[config.mk]
export PLATFORM = sky130hd
export DESIGN_NAME = sdo_monitor_top
export DESIGN_NICKNAME = d
export VERILOG_FILES = /design/src/rtl/sdo_mon_pkg.sv /design/src/rtl/sdo_item_if.sv /design/src/rtl/sdo_monitor_top.sv /design/src/rtl/sdo_request_decoder.sv /design/src/rtl/sdo_response_decoder.sv /design/src/rtl/sdo_verdict.sv
export SDC_FILE = /design/constraint.sdc
export NUM_CORES = 1
export LEC_CHECK = 0
export BUFFER_PORTS_ARGS = -buffer_cell sky130_fd_sc_hd__buf_2
export CAP_MARGIN = 20
export CELL_PAD_IN_SITES_DETAIL_PLACEMENT = 0
export CELL_PAD_IN_SITES_GLOBAL_PLACEMENT = 1
export CORE_UTILIZATION = 40
export DETAILED_ROUTE_END_ITERATION = 16
export GPL_TIMING_DRIVEN = 0
export PLACE_DENSITY_LB_ADDON = 0.1
export SYNTH_ARGS = -nofsm -noshare
export SYNTH_HDL_FRONTEND = slang
export SYNTH_SLANG_ARGS = --single-unit
[constraint.sdc]
create_clock -name clk -period 6.75 [get_ports clk]
set_clock_uncertainty 0.15 [all_clocks]
set_input_delay 1.0125 -clock clk [delete_from_list [all_inputs] [get_ports clk]]
set_output_delay 1.0125 -clock clk [all_outputs]
set_load 0.02 [all_outputs]
[src/rtl/sdo_mon_pkg.sv]
// expedited SDO only; data byte 0 of a frame is rx_data[63:56], multi-byte fields little-endian
package sdo_mon_pkg;

  // CAN frame fields
  localparam int cob_id_w   = 11;
  localparam int node_id_w  = 7;
  localparam int payload_w  = 64;
  localparam int index_w    = 16;
  localparam int subindex_w = 8;

  // result counters
  localparam int cnt_w = 16;

  // SDO COB-ID bases, node id is added on top
  localparam logic [cob_id_w-1:0] sdo_tx_base = 11'h600;
  localparam logic [cob_id_w-1:0] sdo_rx_base = 11'h580;

  // APB bus
  localparam int apb_addr_w = 8;
  localparam int apb_data_w = 32;

  // register map
  localparam logic [apb_addr_w-1:0] reg_ctrl       = 8'h00;
  localparam logic [apb_addr_w-1:0] reg_good       = 8'h04;
  localparam logic [apb_addr_w-1:0] reg_bad        = 8'h08;
  localparam logic [apb_addr_w-1:0] reg_abort      = 8'h0C;
  localparam logic [apb_addr_w-1:0] reg_abort_code = 8'h10;

  // decoded SDO command
  typedef enum logic [2:0] {
    cmd_upload_req,
    cmd_download_req,
    cmd_upload_rsp,
    cmd_download_rsp,
    cmd_abort,
    cmd_other
  } sdo_cmd_e;

  // verdict unit state
  typedef enum logic {
    st_idle,
    st_pending
  } verdict_state_e;

endpackage

[src/rtl/sdo_item_if.sv]
// one decoded SDO item per cycle, valid is a single-cycle pulse with no ready
`timescale 1ns/10ps

interface sdo_item_if;

  logic                                   valid;
  sdo_mon_pkg::sdo_cmd_e                  cmd;
  logic [sdo_mon_pkg::index_w-1:0]        index;
  logic [sdo_mon_pkg::subindex_w-1:0]     subindex;
  // bytes 4..7 of the frame, little-endian
  logic [sdo_mon_pkg::payload_w/2-1:0]    data;

  modport decoder (
    output valid,
    output cmd,
    output index,
    output subindex,
    output data
  );

  modport verdict (
    input valid,
    input cmd,
    input index,
    input subindex,
    input data
  );

endinterface

[src/rtl/sdo_monitor_top.sv]
// single CAN frame stream without back-pressure; verdict lands 2 cycles after a response frame
`timescale 1ns/10ps

module sdo_monitor_top (
  input  logic                                  clk,
  input  logic                                  rst,
  input  logic                                  rx_valid,
  input  logic [sdo_mon_pkg::cob_id_w-1:0]      rx_id,
  input  logic [sdo_mon_pkg::payload_w-1:0]     rx_data,
  input  logic                                  psel,
  input  logic                                  penable,
  input  logic                                  pwrite,
  input  logic [sdo_mon_pkg::apb_addr_w-1:0]    paddr,
  input  logic [sdo_mon_pkg::apb_data_w-1:0]    pwdata,
  output logic [sdo_mon_pkg::apb_data_w-1:0]    prdata,
  output logic                                  pready,
  output logic                                  pslverr,
  output logic                                  mismatch_irq
);

  logic [sdo_mon_pkg::node_id_w-1:0] node_id;

  sdo_item_if req_item ();
  sdo_item_if rsp_item ();

  sdo_request_decoder u_req_dec (
    .clk      (clk),
    .rst      (rst),
    .rx_valid (rx_valid),
    .rx_id    (rx_id),
    .rx_data  (rx_data),
    .node_id  (node_id),
    .item     (req_item.decoder)
  );

  sdo_response_decoder u_rsp_dec (
    .clk      (clk),
    .rst      (rst),
    .rx_valid (rx_valid),
    .rx_id    (rx_id),
    .rx_data  (rx_data),
    .node_id  (node_id),
    .item     (rsp_item.decoder)
  );

  sdo_verdict u_verdict (
    .clk          (clk),
    .rst          (rst),
    .req          (req_item.verdict),
    .rsp          (rsp_item.verdict),
    .psel         (psel),
    .penable      (penable),
    .pwrite       (pwrite),
    .paddr        (paddr),
    .pwdata       (pwdata),
    .prdata       (prdata),
    .pready       (pready),
    .pslverr      (pslverr),
    .node_id      (node_id),
    .mismatch_irq (mismatch_irq)
  );

endmodule

[src/rtl/sdo_request_decoder.sv]
// client to server SDO frames for node_id; item valid follows the frame by one cycle
`timescale 1ns/10ps

module sdo_request_decoder (
  input  logic                                clk,
  input  logic                                rst,
  input  logic                                rx_valid,
  input  logic [sdo_mon_pkg::cob_id_w-1:0]    rx_id,
  input  logic [sdo_mon_pkg::payload_w-1:0]   rx_data,
  input  logic [sdo_mon_pkg::node_id_w-1:0]   node_id,
  sdo_item_if.decoder                         item
);

  logic [sdo_mon_pkg::cob_id_w-1:0] match_id;
  logic                             hit;
  logic [2:0]                       ccs;
  sdo_mon_pkg::sdo_cmd_e            cmd_next;

  assign match_id = sdo_mon_pkg::sdo_tx_base
                  + {{(sdo_mon_pkg::cob_id_w - sdo_mon_pkg::node_id_w){1'b0}}, node_id};
  assign hit = rx_valid && (rx_id == match_id);

  // client command specifier in the top bits of byte 0
  assign ccs = rx_data[63:61];

  always_comb
  begin
    case (ccs)
      3'd2:    cmd_next = sdo_mon_pkg::cmd_upload_req;
      // only expedited downloads are tracked
      3'd1:    cmd_next = rx_data[57] ? sdo_mon_pkg::cmd_download_req : sdo_mon_pkg::cmd_other;
      default: cmd_next = sdo_mon_pkg::cmd_other;
    endcase
  end

  always_ff @(posedge clk or negedge rst)
  begin
    if (!rst)
      item.valid <= 1'b0;
    else
      item.valid <= hit;
  end

  always_ff @(posedge clk)
  begin
    if (hit)
    begin
      item.cmd      <= cmd_next;
      item.index    <= {rx_data[47:40], rx_data[55:48]};
      item.subindex <= rx_data[39:32];
      item.data     <= {rx_data[7:0], rx_data[15:8], rx_data[23:16], rx_data[31:24]};
    end
  end

  // a second request cannot follow directly behind the first
  a_req_single_pulse: assert property (
    @(posedge clk) disable iff (!rst) item.valid |=> !item.valid
  );

endmodule

[src/rtl/sdo_response_decoder.sv]
// server to client SDO frames for node_id; abort code arrives in the data field
`timescale 1ns/10ps

module sdo_response_decoder (
  input  logic                                clk,
  input  logic                                rst,
  input  logic                                rx_valid,
  input  logic [sdo_mon_pkg::cob_id_w-1:0]    rx_id,
  input  logic [sdo_mon_pkg::payload_w-1:0]   rx_data,
  input  logic [sdo_mon_pkg::node_id_w-1:0]   node_id,
  sdo_item_if.decoder                         item
);

  logic [sdo_mon_pkg::cob_id_w-1:0] match_id;
  logic                             hit;
  logic [2:0]                       scs;
  sdo_mon_pkg::sdo_cmd_e            cmd_next;

  assign match_id = sdo_mon_pkg::sdo_rx_base
                  + {{(sdo_mon_pkg::cob_id_w - sdo_mon_pkg::node_id_w){1'b0}}, node_id};
  assign hit = rx_valid && (rx_id == match_id);

  // server command specifier
  assign scs = rx_data[63:61];

  always_comb
  begin
    case (scs)
      3'd2:    cmd_next = sdo_mon_pkg::cmd_upload_rsp;
      3'd3:    cmd_next = sdo_mon_pkg::cmd_download_rsp;
      3'd4:    cmd_next = sdo_mon_pkg::cmd_abort;
      default: cmd_next = sdo_mon_pkg::cmd_other;
    endcase
  end

  always_ff @(posedge clk or negedge rst)
  begin
    if (!rst)
      item.valid <= 1'b0;
    else
      item.valid <= hit;
  end

  // index and subindex echo the request, data is the value or the abort code
  always_ff @(posedge clk)
  begin
    if (hit)
    begin
      item.cmd      <= cmd_next;
      item.index    <= {rx_data[47:40], rx_data[55:48]};
      item.subindex <= rx_data[39:32];
      item.data     <= {rx_data[7:0], rx_data[15:8], rx_data[23:16], rx_data[31:24]};
    end
  end

  // the verdict unit relies on a defined command with every item
  a_rsp_cmd_known: assert property (
    @(posedge clk) disable iff (!rst) item.valid |-> !$isunknown(item.cmd)
  );

endmodule

[src/rtl/sdo_verdict.sv]
// one outstanding request at a time; counters saturate; APB has no wait states
`timescale 1ns/10ps

module sdo_verdict (
  input  logic                                  clk,
  input  logic                                  rst,
  sdo_item_if.verdict                           req,
  sdo_item_if.verdict                           rsp,
  input  logic                                  psel,
  input  logic                                  penable,
  input  logic                                  pwrite,
  input  logic [sdo_mon_pkg::apb_addr_w-1:0]    paddr,
  input  logic [sdo_mon_pkg::apb_data_w-1:0]    pwdata,
  output logic [sdo_mon_pkg::apb_data_w-1:0]    prdata,
  output logic                                  pready,
  output logic                                  pslverr,
  output logic [sdo_mon_pkg::node_id_w-1:0]     node_id,
  output logic                                  mismatch_irq
);

  sdo_mon_pkg::verdict_state_e              state;
  sdo_mon_pkg::sdo_cmd_e                    pend_cmd;
  logic [sdo_mon_pkg::index_w-1:0]          pend_index;
  logic [sdo_mon_pkg::subindex_w-1:0]       pend_subindex;
  logic [sdo_mon_pkg::cnt_w-1:0]            good_cnt;
  logic [sdo_mon_pkg::cnt_w-1:0]            bad_cnt;
  logic [sdo_mon_pkg::cnt_w-1:0]            abort_cnt;
  logic [sdo_mon_pkg::payload_w/2-1:0]      abort_code;
  logic                                     enable;
  logic                                     apb_access;
  logic                                     ctrl_wr;
  logic                                     clear;
  logic                                     addr_mapped;
  logic                                     req_take;
  logic                                     rsp_match;

  assign apb_access = psel && penable;
  assign ctrl_wr    = apb_access && pwrite && (paddr == sdo_mon_pkg::reg_ctrl);
  assign clear      = ctrl_wr && pwdata[9];
  assign pready     = 1'b1;

  // only upload and expedited download requests open a transaction
  assign req_take = enable && req.valid
                 && (req.cmd == sdo_mon_pkg::cmd_upload_req
                  || req.cmd == sdo_mon_pkg::cmd_download_req);

  assign rsp_match = ((pend_cmd == sdo_mon_pkg::cmd_upload_req
                       && rsp.cmd == sdo_mon_pkg::cmd_upload_rsp)
                   || (pend_cmd == sdo_mon_pkg::cmd_download_req
                       && rsp.cmd == sdo_mon_pkg::cmd_download_rsp))
                  && (rsp.index == pend_index) && (rsp.subindex == pend_subindex);

  always_ff @(posedge clk or negedge rst)
  begin
    if (!rst)
    begin
      node_id <= '0;
      enable  <= 1'b0;
    end
    else if (ctrl_wr)
    begin
      node_id <= pwdata[6:0];
      enable  <= pwdata[8];
    end
  end

  always_ff @(posedge clk)
  begin
    if (req_take)
    begin
      pend_cmd      <= req.cmd;
      pend_index    <= req.index;
      pend_subindex <= req.subindex;
    end
  end

  always_ff @(posedge clk or negedge rst)
  begin
    if (!rst)
    begin
      state        <= sdo_mon_pkg::st_idle;
      good_cnt     <= '0;
      bad_cnt      <= '0;
      abort_cnt    <= '0;
      abort_code   <= '0;
      mismatch_irq <= 1'b0;
    end
    else if (clear)
    begin
      state        <= sdo_mon_pkg::st_idle;
      good_cnt     <= '0;
      bad_cnt      <= '0;
      abort_cnt    <= '0;
      mismatch_irq <= 1'b0;
    end
    else
    begin
      mismatch_irq <= 1'b0;
      if (enable && rsp.valid)
      begin
        state <= sdo_mon_pkg::st_idle;
        if (state == sdo_mon_pkg::st_pending && rsp.cmd == sdo_mon_pkg::cmd_abort)
        begin
          abort_code <= rsp.data;
          if (abort_cnt != '1)
            abort_cnt <= abort_cnt + 1'b1;
        end
        else if (state == sdo_mon_pkg::st_pending && rsp_match)
        begin
          if (good_cnt != '1)
            good_cnt <= good_cnt + 1'b1;
        end
        else
        begin
          // wrong answer, or an answer nobody asked for
          mismatch_irq <= 1'b1;
          if (bad_cnt != '1)
            bad_cnt <= bad_cnt + 1'b1;
        end
      end
      // a new request replaces whatever was pending
      if (req_take)
        state <= sdo_mon_pkg::st_pending;
    end
  end

  // register read mux
  always_comb
  begin
    prdata      = '0;
    addr_mapped = 1'b1;
    case (paddr)
      sdo_mon_pkg::reg_ctrl:
      begin
        prdata[6:0] = node_id;
        prdata[8]   = enable;
      end
      sdo_mon_pkg::reg_good:       prdata[sdo_mon_pkg::cnt_w-1:0] = good_cnt;
      sdo_mon_pkg::reg_bad:        prdata[sdo_mon_pkg::cnt_w-1:0] = bad_cnt;
      sdo_mon_pkg::reg_abort:      prdata[sdo_mon_pkg::cnt_w-1:0] = abort_cnt;
      sdo_mon_pkg::reg_abort_code: prdata = abort_code;
      default:                     addr_mapped = 1'b0;
    endcase
  end

  // everything except ctrl is read-only
  assign pslverr = apb_access
                && (!addr_mapped || (pwrite && paddr != sdo_mon_pkg::reg_ctrl));

  a_irq_counts_bad: assert property (
    @(posedge clk) disable iff (!rst)
    mismatch_irq |-> (bad_cnt != $past(bad_cnt)) || (&bad_cnt)
  );

  // with no wait states the access phase is the single cycle after setup
  a_slverr_in_access: assert property (
    @(posedge clk) disable iff (!rst)
    pslverr |-> psel && penable && $past(psel && !penable)
  );

endmodule

Word-level counts from Yosys, hierarchy flattened
Index checks and enable logic that the tools add are counted.
{ "word_totals": {"reg_bits": 205, "out_inout_bits": 35} }
{ "op_classes": {"bitwise": 1, "addsub": 5, "eq_ne": 22, "mux": 30, "n_reduce_logical": 37} }
{ "ops": {"columns": ["cell", "n"], "rows": [
  ["16-bit 2-to-1 mux", 15],
  ["16-bit by 1-bit adder with 16-bit output, second input constant", 3],
  ["16-bit != test, second input constant", 3],
  ["7-bit case mux with 5 select lines", 1],
  ["7-bit case mux with 4 select lines", 1],
  ["11-bit equality test", 2],
  ["1-bit logical AND", 17],
  ["16-bit equality test", 1],
  ["8-bit by 4-bit equality test with 1-bit output, second input constant", 2],
  ["3-bit by 2-bit equality test with 1-bit output, second input constant", 4],
  ["2-bit nonzero test", 6],
  ["10-bit by 8-bit adder with 11-bit output, first input constant", 1],
  ["11-bit by 7-bit adder with 11-bit output, first input constant", 1],
  ["3-bit by 1-bit equality test with 1-bit output, second input constant", 3],
  ["3-bit case mux with 3 select lines", 1],
  ["8-bit by 3-bit equality test with 1-bit output, second input constant", 1],
  ["8-bit by 5-bit equality test with 1-bit output, second input constant", 1],
  ["8-bit equality test", 1],
  ["8-bit zero test", 1],
  ["1-bit 2-to-1 mux", 8],
  ["4-bit AND reduction", 2],
  ["8-bit nonzero test", 1],
  ["3-bit equality test, second input constant", 2],
  ["3-bit zero test", 2],
  ["other kinds (11)", 15]
]} }

Depth between registers and ports, before layout
{ "logic_depth": {"ltp_word": 10, "mapped_depth": 9, "mapped_depth_nobuf": 7} }

Hierarchy
Synthesis repeated with hierarchy kept, for this count alone.
{ "hier_totals": {"hier_cells": 692, "area_unflattened_um2": 9744.3} }
{ "modules_own_cells": {"columns": ["module", "n_inst", "area_per_inst_um2", "cells_each", "seq_area_each_um2"], "rows": [
  ["sdo_verdict", 1, 5929.4, 540, 3062.9],
  ["sdo_response_decoder", 1, 1915.6, 76, 1796.7],
  ["sdo_request_decoder", 1, 1899.3, 76, 1766.7]
]} }

Least setup slack after synthesis
No wires, ideal clock.
{ "synth_path": {"kind": "input to register", "startpoint": "input rx_id[2] (netlist name)", "endpoint": "register u_rsp_dec.item.cmd[0] (enable)", "slack_ns": 0.228, "setup_time_ns": 0.551, "t_required_ns": 6.049, "path_stages": 4, "arrival_time_ns": 5.821, "cell_sequence": "xnor2_1 nand3_1 or4_1 nor3_1"} }
{ "synth_between": {"elab_chain_len": 2} }
{ "synth_lines": {"columns": ["element", "line", "rtl"], "rows": [
  ["from (decl)", "sdo_monitor_top.sv:8", "input logic [sdo_mon_pkg::cob_id_w-1:0] rx_id,"],
  ["11-bit equality test", "sdo_response_decoder.sv:21", "assign hit = rx_valid && (rx_id == match_id);"],
  ["1-bit logical AND", "sdo_response_decoder.sv:21", null],
  ["named net u_rsp_dec.hit", "sdo_response_decoder.sv:15", "logic hit;"],
  ["to (signal assigned)", "sdo_response_decoder.sv:49", "item.cmd <= cmd_next;"],
  ["to (decl)", "sdo_item_if.sv:15", "output cmd,"]
]} }
The timed path passes the listed nets, and every way through them passes these cells.
A chain may end at the register's enable or synchronous reset.

Final worst setup path
{ "layout_path": {"startpoint": "input paddr[5] (netlist name)", "endpoint": "output prdata[2] (netlist name)"} }
{ "layout_between": {"elab_chain_len": 2, "elab_cells_between_ends": 6, "cone_classes": "eq/ne: 4; mux: 1; reduce/logical: 1"} }
{ "layout_lines": {"columns": ["element", "line", "rtl"], "rows": [
  ["from (decl)", "sdo_monitor_top.sv:13", "input logic [sdo_mon_pkg::apb_addr_w-1:0] paddr,"],
  ["8-bit by 5-bit equality test with 1-bit output (tied with other cells)", "sdo_verdict.sv:132", "case (paddr)"],
  ["7-bit case mux with 5 select lines *", "sdo_verdict.sv:132", null],
  ["to (decl)", "sdo_monitor_top.sv:15", "output logic [sdo_mon_pkg::apb_data_w-1:0] prdata,"]
]} }
Every way passes the cells marked *; elsewhere a longest branch is shown, timed or not.

==> impl_metrics.prom <==
# TYPE chip_impl_metric gauge
chip_impl_metric{name="synth_area",unit="mm2"} 0.00870
chip_impl_info{name="clock_tree.root_cell",value="sky130_fd_sc_hd__clkbuf_16"} 1
chip_impl_metric{name="drtAntennaViolNets",unit=""} 0
chip_impl_metric{name="initialDrtViolationCount",unit=""} 323
chip_impl_metric{name="postCtsSetupBuffers",unit=""} 0
chip_impl_metric{name="synth.distinct_cells",unit=""} 58
chip_impl_metric{name="synthToLayoutAreaGrowth",unit="%"} 22.7
chip_impl_metric{name="slew_viol_final",unit=""} 0
chip_impl_metric{name="report.power.total",unit="mW"} 2.74
chip_impl_metric{name="synth_compound_area_share",unit="%"} 7.32
chip_impl_metric{name="dpl.cell_count",unit=""} 1071
chip_impl_metric{name="vdd_drop_max",unit="mV"} 0.289
chip_impl_metric{name="cts_hold_buf",unit=""} 0
chip_impl_info{name="largest_family_of_logic_cells_by_synthesized_area",value="simple AND/OR/NAND/NOR gates"} 1
chip_impl_info{name="cp_cell_sequence",value="buf_2, or4_4, nor3_2, clkbuf_1, a222oi_1, nand2_1, buf_2"} 1
chip_impl_metric{name="synth_edf_count",unit=""} 111
chip_impl_info{name="synth_most_common_cell",value="sky130_fd_sc_hd__edfxtp_1"} 1
chip_impl_metric{name="fraction_of_the_mapped_netlist_area_in_adder_cells",unit="%"} 0.431
chip_impl_info{name="unrepaired_setup_endpoints_after_global_routing",value="no"} 1
chip_impl_metric{name="path_buf_inv",unit=""} 3
chip_impl_metric{name="vias_per_cell",unit=""} 5.35
chip_impl_metric{name="netlist_instances",unit=""} 657
chip_impl_metric{name="ys_seq_elements",unit=""} 203
chip_impl_info{name="cp_slowest_cell",value="sky130_fd_sc_hd__or4_4"} 1
chip_impl_info{name="synth_top_flop_cell",value="sky130_fd_sc_hd__edfxtp_1"} 1
chip_impl_metric{name="power_density",unit="mW/mm2"} 256
chip_impl_metric{name="final_cell_area",unit="mm2"} 0.0107
chip_impl_metric{name="number_of_antenna_violations_at_the_first_check_in_global_routing",unit=""} 0
chip_impl_metric{name="reg2regPathDepth",unit=""} 7
chip_impl_info{name="cp-end-kind",value="output pin"} 1
chip_impl_metric{name="total_global_routing_overflow",unit=""} 0
chip_impl_metric{name="die_width",unit="um"} 149
chip_impl_metric{name="cts.clk_slew.worst_paths",unit="ns"} 0.06
chip_impl_metric{name="worst_skew_pair.late_latency",unit="ns"} 0.52
chip_impl_metric{name="std_cell_rows",unit=""} 53
chip_impl_metric{name="synth-seq-area-share",unit="%"} 64.8
chip_impl_metric{name="path_depth",unit=""} 7
chip_impl_metric{name="grt.total_usage",unit="%"} 18.7
chip_impl_info{name="run_status",value="finished, final reports clean"} 1
chip_impl_metric{name="fin_nets",unit=""} 945
chip_impl_metric{name="data_required_time_at_the_worst_endpoint",unit="ns"} 5.59
chip_impl_metric{name="finalWeightedCongestion",unit=""} 0.842
chip_impl_metric{name="drt_pass1_iterations",unit=""} 7
chip_impl_metric{name="cts-resized-gates",unit=""} 0
chip_impl_metric{name="final.setup.tns",unit="ns"} 0
chip_impl_metric{name="totalWireLength",unit="um"} 20500
chip_impl_metric{name="place_hpwl",unit="um"} 15100
chip_impl_metric{name="fin_ws",unit="ns"} 2.30
chip_impl_metric{name="die-area",unit="mm2"} 0.0223
chip_impl_info{name="criticalPathCategory",value="input port to output pin"} 1
chip_impl_metric{name="buffer_ports.inserted",unit=""} 127
chip_impl_metric{name="critical-path-max-stage-delay",unit="ns"} 0.57
chip_impl_metric{name="cts_made_buffers",unit=""} 23
chip_impl_metric{name="final_period_minus_worst_setup_slack",unit="ns"} 4.45
chip_impl_metric{name="max_freq",unit="MHz"} 225
chip_impl_metric{name="grt_start_max_net_pins",unit=""} 68
chip_impl_metric{name="avgSynthCellArea",unit="um2"} 13.2
chip_impl_metric{name="share_of_synthesized_cell_area_in_and_or_nand_and_nor_gates",unit="%"} 15.0
chip_impl_metric{name="post_layout_nonfiller_instances",unit=""} 1113
chip_impl_metric{name="drc",unit=""} 0
chip_impl_metric{name="postLayoutCoreUtil",unit="%"} 50.5
chip_impl_metric{name="grt_first_pass_wirelength",unit="um"} 32100
chip_impl_info{name="most_frequent_cell_on_critical_path",value="sky130_fd_sc_hd__buf_2"} 1
chip_impl_metric{name="layout-drive-gt1-share",unit="%"} 25.4
chip_impl_info{name="path_delay_family",value="simple AND/OR/NAND/NOR gates"} 1
chip_impl_metric{name="ioPinCount",unit=""} 156
chip_impl_metric{name="maxCapViolCount",unit=""} 0
chip_impl_metric{name="finalHoldViolCount",unit=""} 0
chip_impl_metric{name="synth_xor_area_share",unit="%"} 4.23
chip_impl_metric{name="first_global_vias",unit=""} 6044
chip_impl_metric{name="async_reset_ff_share",unit="%"} 45.3
chip_impl_metric{name="share_of_yosys_cell_area_claimed_by_the_top_area_cell_type",unit="%"} 38.3
chip_impl_metric{name="ys.warnings.count",unit=""} 0
chip_impl_metric{name="worst_margin_pin_slew",unit="ns"} 0.793
chip_impl_metric{name="n_antenna_cell",unit=""} 0
chip_impl_metric{name="crit_arrival",unit="ns"} 3.29
chip_impl_info{name="holdCritPathClass",value="register to register"} 1
chip_impl_metric{name="postPlaceCellArea",unit="mm2"} 0.00985
chip_impl_metric{name="hold_slack",unit="ns"} 0.263
chip_impl_metric{name="route.detailed.wl_per_inst",unit="um"} 18.4
chip_impl_metric{name="syn-num-nets",unit=""} 781
chip_impl_metric{name="clock_sink_count",unit=""} 203
chip_impl_metric{name="route.vias.total",unit=""} 5952
chip_impl_metric{name="whs_path_depth",unit=""} 0
chip_impl_info{name="yosysTopAreaCell",value="sky130_fd_sc_hd__edfxtp_1"} 1
chip_impl_metric{name="fp.dieH",unit="um"} 149
chip_impl_metric{name="place_ws",unit="ns"} 2.24
chip_impl_info{name="synth_common_cells",value="sky130_fd_sc_hd__edfxtp_1 (111), sky130_fd_sc_hd__dfrtp_1 (92), sky130_fd_sc_hd__nand2_1 (61)"} 1
chip_impl_metric{name="setup_violations",unit=""} 0
chip_impl_metric{name="post_synth_mux_area_share",unit="%"} 5.87
chip_impl_metric{name="initial_core_util",unit="%"} 41.1
chip_impl_metric{name="p_leak",unit="nW"} 4.41
chip_impl_metric{name="clock_path_buffers",unit=""} 3
chip_impl_metric{name="relSlewSlack",unit="%"} 47.1
chip_impl_metric{name="htreeDepth",unit=""} 1
chip_impl_metric{name="core_area",unit="mm2"} 0.0212
chip_impl_metric{name="critical_path.max_fanout",unit=""} 10
chip_impl_info{name="critical_path.startpoint_type",value="input port"} 1
chip_impl_metric{name="fin_crit_sh",unit="%"} 65.9
chip_impl_info{name="tritoncts",value="built"} 1
chip_impl_info{name="synth_area_leaders",value="sky130_fd_sc_hd__edfxtp_1 (38%), sky130_fd_sc_hd__dfrtp_1 (26%), sky130_fd_sc_hd__mux2_1 (4.9%), sky130_fd_sc_hd__xnor2_1 (3.4%), sky130_fd_sc_hd__nand2_1 (2.6%)"} 1
==> report_power, final <==
group / switching (mW) / internal (mW) / total [mW]
sequential: 0.00629 / 1.31 / 1.32
clock: 0.494 / 0.856 / 1.35
combinational: 0.0363 / 0.0316 / 0.0680
==> logic make-up after synthesis <==
logic type	count (synthesis)
simple gates	234
buf+inv	38
fa+ha+maj	3
other cells	1
mux	46
flops	203
xor+xnor	42
compound gates	90
==> layer usage <==
layer  global-route usage [%]  wire [um]  vias to the layer above  part of all wire (%)
met2                     32.1      10300                      184                    50
met3                     3.32       1140                       32                   5.6
met5                        0          0                        -                     0
met4                     5.20        480                        0                   2.3
li1                         -          -                     2819                     -
met1                     24.2       8550                     2917                    42
==> placed cells by master, fill, tap and decap left out, types with 8 or more instances in the layout <==
cell type and n:
sky130_fd_sc_hd__nand3_1 24, sky130_fd_sc_hd__a22oi_1 8, sky130_fd_sc_hd__nor2_1 31, sky130_fd_sc_hd__nand2b_1 8, sky130_fd_sc_hd__dfrtp_1 92, sky130_fd_sc_hd__a222oi_1 16
sky130_fd_sc_hd__edfxtp_1 111, sky130_fd_sc_hd__a21oi_1 25, sky130_fd_sc_hd__buf_4 8, sky130_fd_sc_hd__nand2_1 61, sky130_fd_sc_hd__clkbuf_16 23, sky130_fd_sc_hd__nand4_1 25
sky130_fd_sc_hd__or4_1 16, sky130_fd_sc_hd__xor2_1 8, sky130_fd_sc_hd__and2_1 20, sky130_fd_sc_hd__and3_1 12, sky130_fd_sc_hd__o31ai_1 14, sky130_fd_sc_hd__o21ai_0 10
sky130_fd_sc_hd__buf_6 11, sky130_fd_sc_hd__inv_1 8, sky130_fd_sc_hd__clkbuf_1 11, sky130_fd_sc_hd__xnor2_1 34, sky130_fd_sc_hd__mux2_1 38, sky130_fd_sc_hd__buf_2 139
==> path summary, 6_finish.rpt <==
kind / from / end / slack, ns
worst max-delay path: paddr[5] / prdata[2] / 2.30
worst min-delay path: u_req_dec.item.index[8] / u_verdict.pend_index[8] / 0.26
worst max register to register: u_verdict.node_id[2] / u_rsp_dec.item.data[14] / 4.09
worst min register to register: u_req_dec.item.index[8] / u_verdict.pend_index[8] / 0.26
max in group asynchronous: rst / u_verdict.abort_code[30] / 5.50
min in group asynchronous: rst / u_verdict.good_cnt[10] / 0.27
==> registers in the layout (all words and copies together) (netlist names), 2 cells and up <==
signal                   flops
u_req_dec.item.cmd           2
u_req_dec.item.index        16
u_req_dec.item.subindex      8
u_rsp_dec.item.cmd           3
u_rsp_dec.item.data         32
u_rsp_dec.item.index        16
u_rsp_dec.item.subindex      8
u_verdict.abort_cnt         16
u_verdict.abort_code        32
u_verdict.bad_cnt           16
u_verdict.good_cnt          16
u_verdict.node_id            7
u_verdict.pend_cmd           2
u_verdict.pend_index        16
u_verdict.pend_subindex      8
==> final cells by class <==
class / count / area, um2
Fill cell: 1873 / 10500
Sequential cell: 203 / 5640
Multi-Input combinational cell: 416 / 2870
Timing Repair Buffer: 139 / 795
Clock buffer: 26 / 587
Tap cell: 275 / 344
Clock inverter: 16 / 239
Buffer: 30 / 175
Inverter: 8 / 30.0
No activity file was read; power rests on OpenSTA's default activity.
